[src/cpuPkg.sv]
// Shared widths, opcode and class enums and stage structs for the execute stage and its testbench
package cpuPkg;

    // Data and register widths
    typedef logic [31:0] word;
    typedef logic [4:0] regAddr;

    // Stages left until the result of an instruction exists
    typedef logic [1:0] tNewT;

    // Decoded instruction, as the decode stage hands it over
    typedef enum logic [5:0] {
        NOP = 6'd0,
        // ALU register ops
        ADD,
        ADDU,
        SUB,
        SUBU,
        AND,
        OR,
        XOR,
        NOR,
        SLT,
        SLTU,
        SLL,
        SRL,
        SRA,
        SLLV,
        SRLV,
        SRAV,
        CLO,
        CLZ,
        // ALU immediate ops
        ADDI,
        ADDIU,
        ANDI,
        ORI,
        XORI,
        SLTI,
        SLTIU,
        LUI,
        // Loads and stores
        LW,
        SW,
        // HI/LO unit
        MULT,
        MULTU,
        DIV,
        DIVU,
        MADD,
        MADDU,
        MSUB,
        MSUBU,
        MFHI,
        MFLO,
        MTHI,
        MTLO,
        // Writes the link address, computed upstream
        JAL
    } instrOp;

    // Format class of an instruction
    typedef enum logic [2:0] {
        FUNC_NONE,
        FUNC_CALC_R,
        FUNC_CALC_I,
        FUNC_MEM_READ,
        FUNC_MEM_WRITE,
        FUNC_MULTDIV
    } instrFunc;

    // Contents of the decode/execute register
    typedef struct packed {
        instrOp instr;
        word pc;
        word dataRs;
        word dataRt;
        logic [15:0] imm16;
        logic [4:0] shamt;
        regAddr addrRs;
        regAddr addrRt;
        regAddr addrRd;
        regAddr regWriteAddr;
        word regWriteData;
        tNewT tNew;
    } exInput;

    // One forwarding source from a later stage
    typedef struct packed {
        regAddr addr;
        word data;
    } fwdSource;

    // Contents of the execute/memory register
    typedef struct packed {
        instrOp instr;
        word pc;
        word aluOut;
        regAddr addrRt;
        word dataRt;
        regAddr addrRd;
        regAddr regWriteAddr;
        word regWriteData;
        tNewT tNew;
    } exOutput;

endpackage

[src/instrClass.sv]
// Decode table mapping an opcode to its format class and HI/LO unit role, shared by the stage blocks
module instrClass (
    input cpuPkg::instrOp instr,
    output cpuPkg::instrFunc func,
    output logic mdStart,
    output logic mdUnsigned
);

    always_comb begin
        case (instr)
            cpuPkg::ADD, cpuPkg::ADDU, cpuPkg::SUB, cpuPkg::SUBU,
            cpuPkg::AND, cpuPkg::OR, cpuPkg::XOR, cpuPkg::NOR,
            cpuPkg::SLT, cpuPkg::SLTU,
            cpuPkg::SLL, cpuPkg::SRL, cpuPkg::SRA,
            cpuPkg::SLLV, cpuPkg::SRLV, cpuPkg::SRAV,
            cpuPkg::CLO, cpuPkg::CLZ: begin
                func = cpuPkg::FUNC_CALC_R;
            end
            cpuPkg::ADDI, cpuPkg::ADDIU, cpuPkg::ANDI, cpuPkg::ORI,
            cpuPkg::XORI, cpuPkg::SLTI, cpuPkg::SLTIU, cpuPkg::LUI: begin
                func = cpuPkg::FUNC_CALC_I;
            end
            cpuPkg::LW: begin
                func = cpuPkg::FUNC_MEM_READ;
            end
            cpuPkg::SW: begin
                func = cpuPkg::FUNC_MEM_WRITE;
            end
            cpuPkg::MULT, cpuPkg::MULTU, cpuPkg::DIV, cpuPkg::DIVU,
            cpuPkg::MADD, cpuPkg::MADDU, cpuPkg::MSUB, cpuPkg::MSUBU,
            cpuPkg::MFHI, cpuPkg::MFLO, cpuPkg::MTHI, cpuPkg::MTLO: begin
                func = cpuPkg::FUNC_MULTDIV;
            end
            // NOP and JAL do nothing in the ALU
            default: begin
                func = cpuPkg::FUNC_NONE;
            end
        endcase
    end

    // Timed operations that occupy the unit
    always_comb begin
        case (instr)
            cpuPkg::MULT, cpuPkg::MULTU, cpuPkg::DIV, cpuPkg::DIVU,
            cpuPkg::MADD, cpuPkg::MADDU, cpuPkg::MSUB, cpuPkg::MSUBU: begin
                mdStart = 1'b1;
            end
            default: begin
                mdStart = 1'b0;
            end
        endcase
    end

    // Operands taken as unsigned
    always_comb begin
        case (instr)
            cpuPkg::MULTU, cpuPkg::DIVU, cpuPkg::MADDU, cpuPkg::MSUBU: begin
                mdUnsigned = 1'b1;
            end
            default: begin
                mdUnsigned = 1'b0;
            end
        endcase
    end

endmodule

[config.mk]
export PLATFORM = sky130hd
export DESIGN_NAME = instrClass
export DESIGN_NICKNAME = d
export VERILOG_FILES = /design/src/cpuPkg.sv /design/src/instrClass.sv
export SDC_FILE = /design/constraint.sdc
export NUM_CORES = 1
export LEC_CHECK = 0
export BUFFER_PORTS_ARGS = -buffer_cell sky130_fd_sc_hd__buf_2
export CAP_MARGIN = 30
export CORE_AREA = 2 2 39 41
export DETAILED_ROUTE_END_ITERATION = 7
export DIE_AREA = 0 0 41 43
export PLACE_DENSITY = 0.4
export SETUP_SLACK_MARGIN = 0.4
export SLEW_MARGIN = 20
export SYNTH_ARGS = -nofsm -noshare
export SYNTH_HDL_FRONTEND = slang
export SYNTH_SLANG_ARGS = --single-unit
[constraint.sdc]
create_clock -name vclk -period 1.1
set_clock_uncertainty 0.2 [all_clocks]
set_input_delay 0.055 -clock vclk [all_inputs]
set_output_delay 0.055 -clock vclk [all_outputs]
set_load 0.005 [all_outputs]
==> results by group <==
Die
  – Site Rows: 14
  – Die width: 41 um
  – Die ar.: 1760 um2
  – Ports: 11
  – Die height: 43 um
  – Initial Util: 0.137
  – Core area: 1380 um2

Critical path
  – CP Data Arrival Time: 0.81 ns
  – Worst setup path category: in -> out
  – Crit start category: primary input
  – Critical path required time: 0.84 ns
  – Crit end category: output pin
  – CP startpoint: instr[2]
  – Crit Path Max Fanout: 6

GRT
  – GRT overflow: 0
  – GRT Total Usage: 0.0749
  – Vias in the first global route: 251
  – Pin count of the biggest net entering global routing: 9
  – First-pass GRT wire length: 1010 um
  – Initial antenna violation count: 0

Power
  – Leak: 0.206 nW
  – VDD IR max: 0.118 mV
  – Pint: 0.0951 mW
  – Sw frac: 0.427
  – P_sw: 0.0707 mW
  – Reg power frac: 0
  – Total power: 0.166 mW
  – Comb pwr share: 1.000
  – Clock power share: 0
  – PD cells: 370 nW/um2

Worst hold path
  – Hold/Removal Path Class: in -> out
  – Hold_sp: instr[0]

Place
  – Port bufs: 11
  – DP Worst Slack: -0.0748 ns
  – Dpl hpwl: 485 um
  – Placer Congestion: 0.724

Drt
  – Drt pass-1 iters: 2
  – Iteration-0 DRC Markers: 1
  – WL/cell: 9.39 um
  – Final ANT Viol Nets: 0
  – Vias: 287
  – Vias per std cell: 4.28
  – # DRC: 0
  – Drt total wl: 629 um

Synth
  – Mapped Area: 189 um2
  – Sequential element share of the synthesized area: 0
  – Area share of the largest cell type after synthesis: 0.219
  – Mapped Cells: 35
  – Syn nets: 41
  – Top cells by area, synth: nand2_1 (22%), o21ai_0 (11%), a21oi_1 (7.9%), buf_4 (7.9%), nor2_1 (7.9%)
  – Largest area contributor in the netlist: nand2_1
  – Post-synth cell types: 16
  – Yosys warning count: 0
  – Synth Area per Inst: 5.40 um2

STA
  – Relative slew slack: 0.865
  – Worst setup margin: 0.0318 ns
  – FMAX: 936 MHz
  – Min cycle time layout: 1.07 ns
  – Pins Over Slew Limit: 0
  – Final Cycle Share: 0.971
  – Slew at the pin closest to its max-slew limit: 0.202 ns
  – RSZ-0062 raised after global routing: yes
  – Final setup violation count: 0
  – Final hold vios: 0

Final layout
  – Clk_buf instances: 0
  – Syn-to-layout area delta: 137%
  – ANT cells: 0
  – Nets@finish: 59
  – Register area: 0 um2
  – Layout cell share with drive strength beyond 1: 0.647
  – Post-layout util: 0.324
  – Fill cell count: 147
  – FF+latch count: 0

Outcome
  – Status: finished, final reports clean

Run
  – Max-Cap Viols: 0

Clock network
  – Cts hold-fix bufs: 0
[metrics by stage]
stage	std cells	hold slack [ns]	area, um2	TNS [ns]
2_1_floorplan	35	-0.0624	209	0
3_3_place_gp	66	0.254	307	-0.0564
3_5_place_dp	66	0.261	307	-0.0748
4_1_cts	67	0.165	404	0
5_1_grt	67	0.175	448	-0.0142
6_report	67	0.163	448	0
[cell usage in the layout (no fill, tap or decap), drive strengths merged]
master / count
nor3: 1
a221oi: 1
nor2: 4
a22o: 1
inv: 1
nand2: 11
a21oi: 3
nand2b: 1
a31oi: 1
buf: 19
a211oi: 1
o21ai: 4
nand4: 1
nand3: 1
and2b: 1
[critical path, cell delays in order]
cell	delay, ns
buf_8	0.11
nor3_4	0.20
a221oi_2	0.08
a31oi_1	0.20
a211oi_2	0.05
buf_2	0.13
[cell families (layout without fill, tap and decap cells)]
kind of cell | after synthesis | after routing | share of synthesized area
buffers and inverters | 4 | 20 | 0.126
and+or+nand+nor | 20 | 20 | 0.490
AOI/OAI and AO/OA | 11 | 11 | 0.384
[power groups by stage]
stage	Clock, mW	Sequential [mW]	Combinational (mW)
2_1_floorplan	0	0	0.0639
3_3_place_gp	0	0	0.111
3_5_place_dp	0	0	0.110
4_1_cts	0	0	0.148
5_1_grt	0	0	0.179
6_report	0	0	0.166
[area by class of cell]
type                            instances  area, um2  share of cell area
Multi-Input combinational cell         31        226               0.506
Timing Repair Buffer                   19        198               0.441
Inverter                                1       3.75             0.00838
Tap cell                               16       20.0              0.0447
[timing repair]
item / 4_1_cts / 5_1_grt
pin swaps: 11 / 6
gates resized for setup: 24 / 12
setup buffers: 1 / 0
gates cloned: 0 / 0
endpoints found under the setup margin: 5 / 5
endpoints found under the hold margin: 0 / 0
[metal layers]
| layer | global-route usage | vias to the layer above | routed length, um |
|---|---|---|---|
| li1 | - | 154 | - |
| met1 | 0.104 | 128 | 263 |
| met2 | 0.128 | 5 | 324 |
| met3 | 0.00524 | 0 | 42 |
| met4 | 0 | 0 | 0 |
| met5 | 0 | - | 0 |
[synth_stat cells]
library cell	n
nand2_1	11
nor2_1	4
o21ai_0	4
a21oi_1	3
buf_4	2
a211oi_2	1
a221oi_1	1
a22o_2	1
a31oi_1	1
and2b_2	1
clkbuf_2	1
inv_1	1
nand2b_1	1
nand3_1	1
nand4_1	1
nor3_2	1
[path summary, 6_finish.rpt]
kind / endpoint / slack (ns) / depth (start not counted)
max: func[0] / 0.03 / 6
min: mdUnsigned / 0.16 / 3
Note: power is estimated with default switching activity, not from simulation.
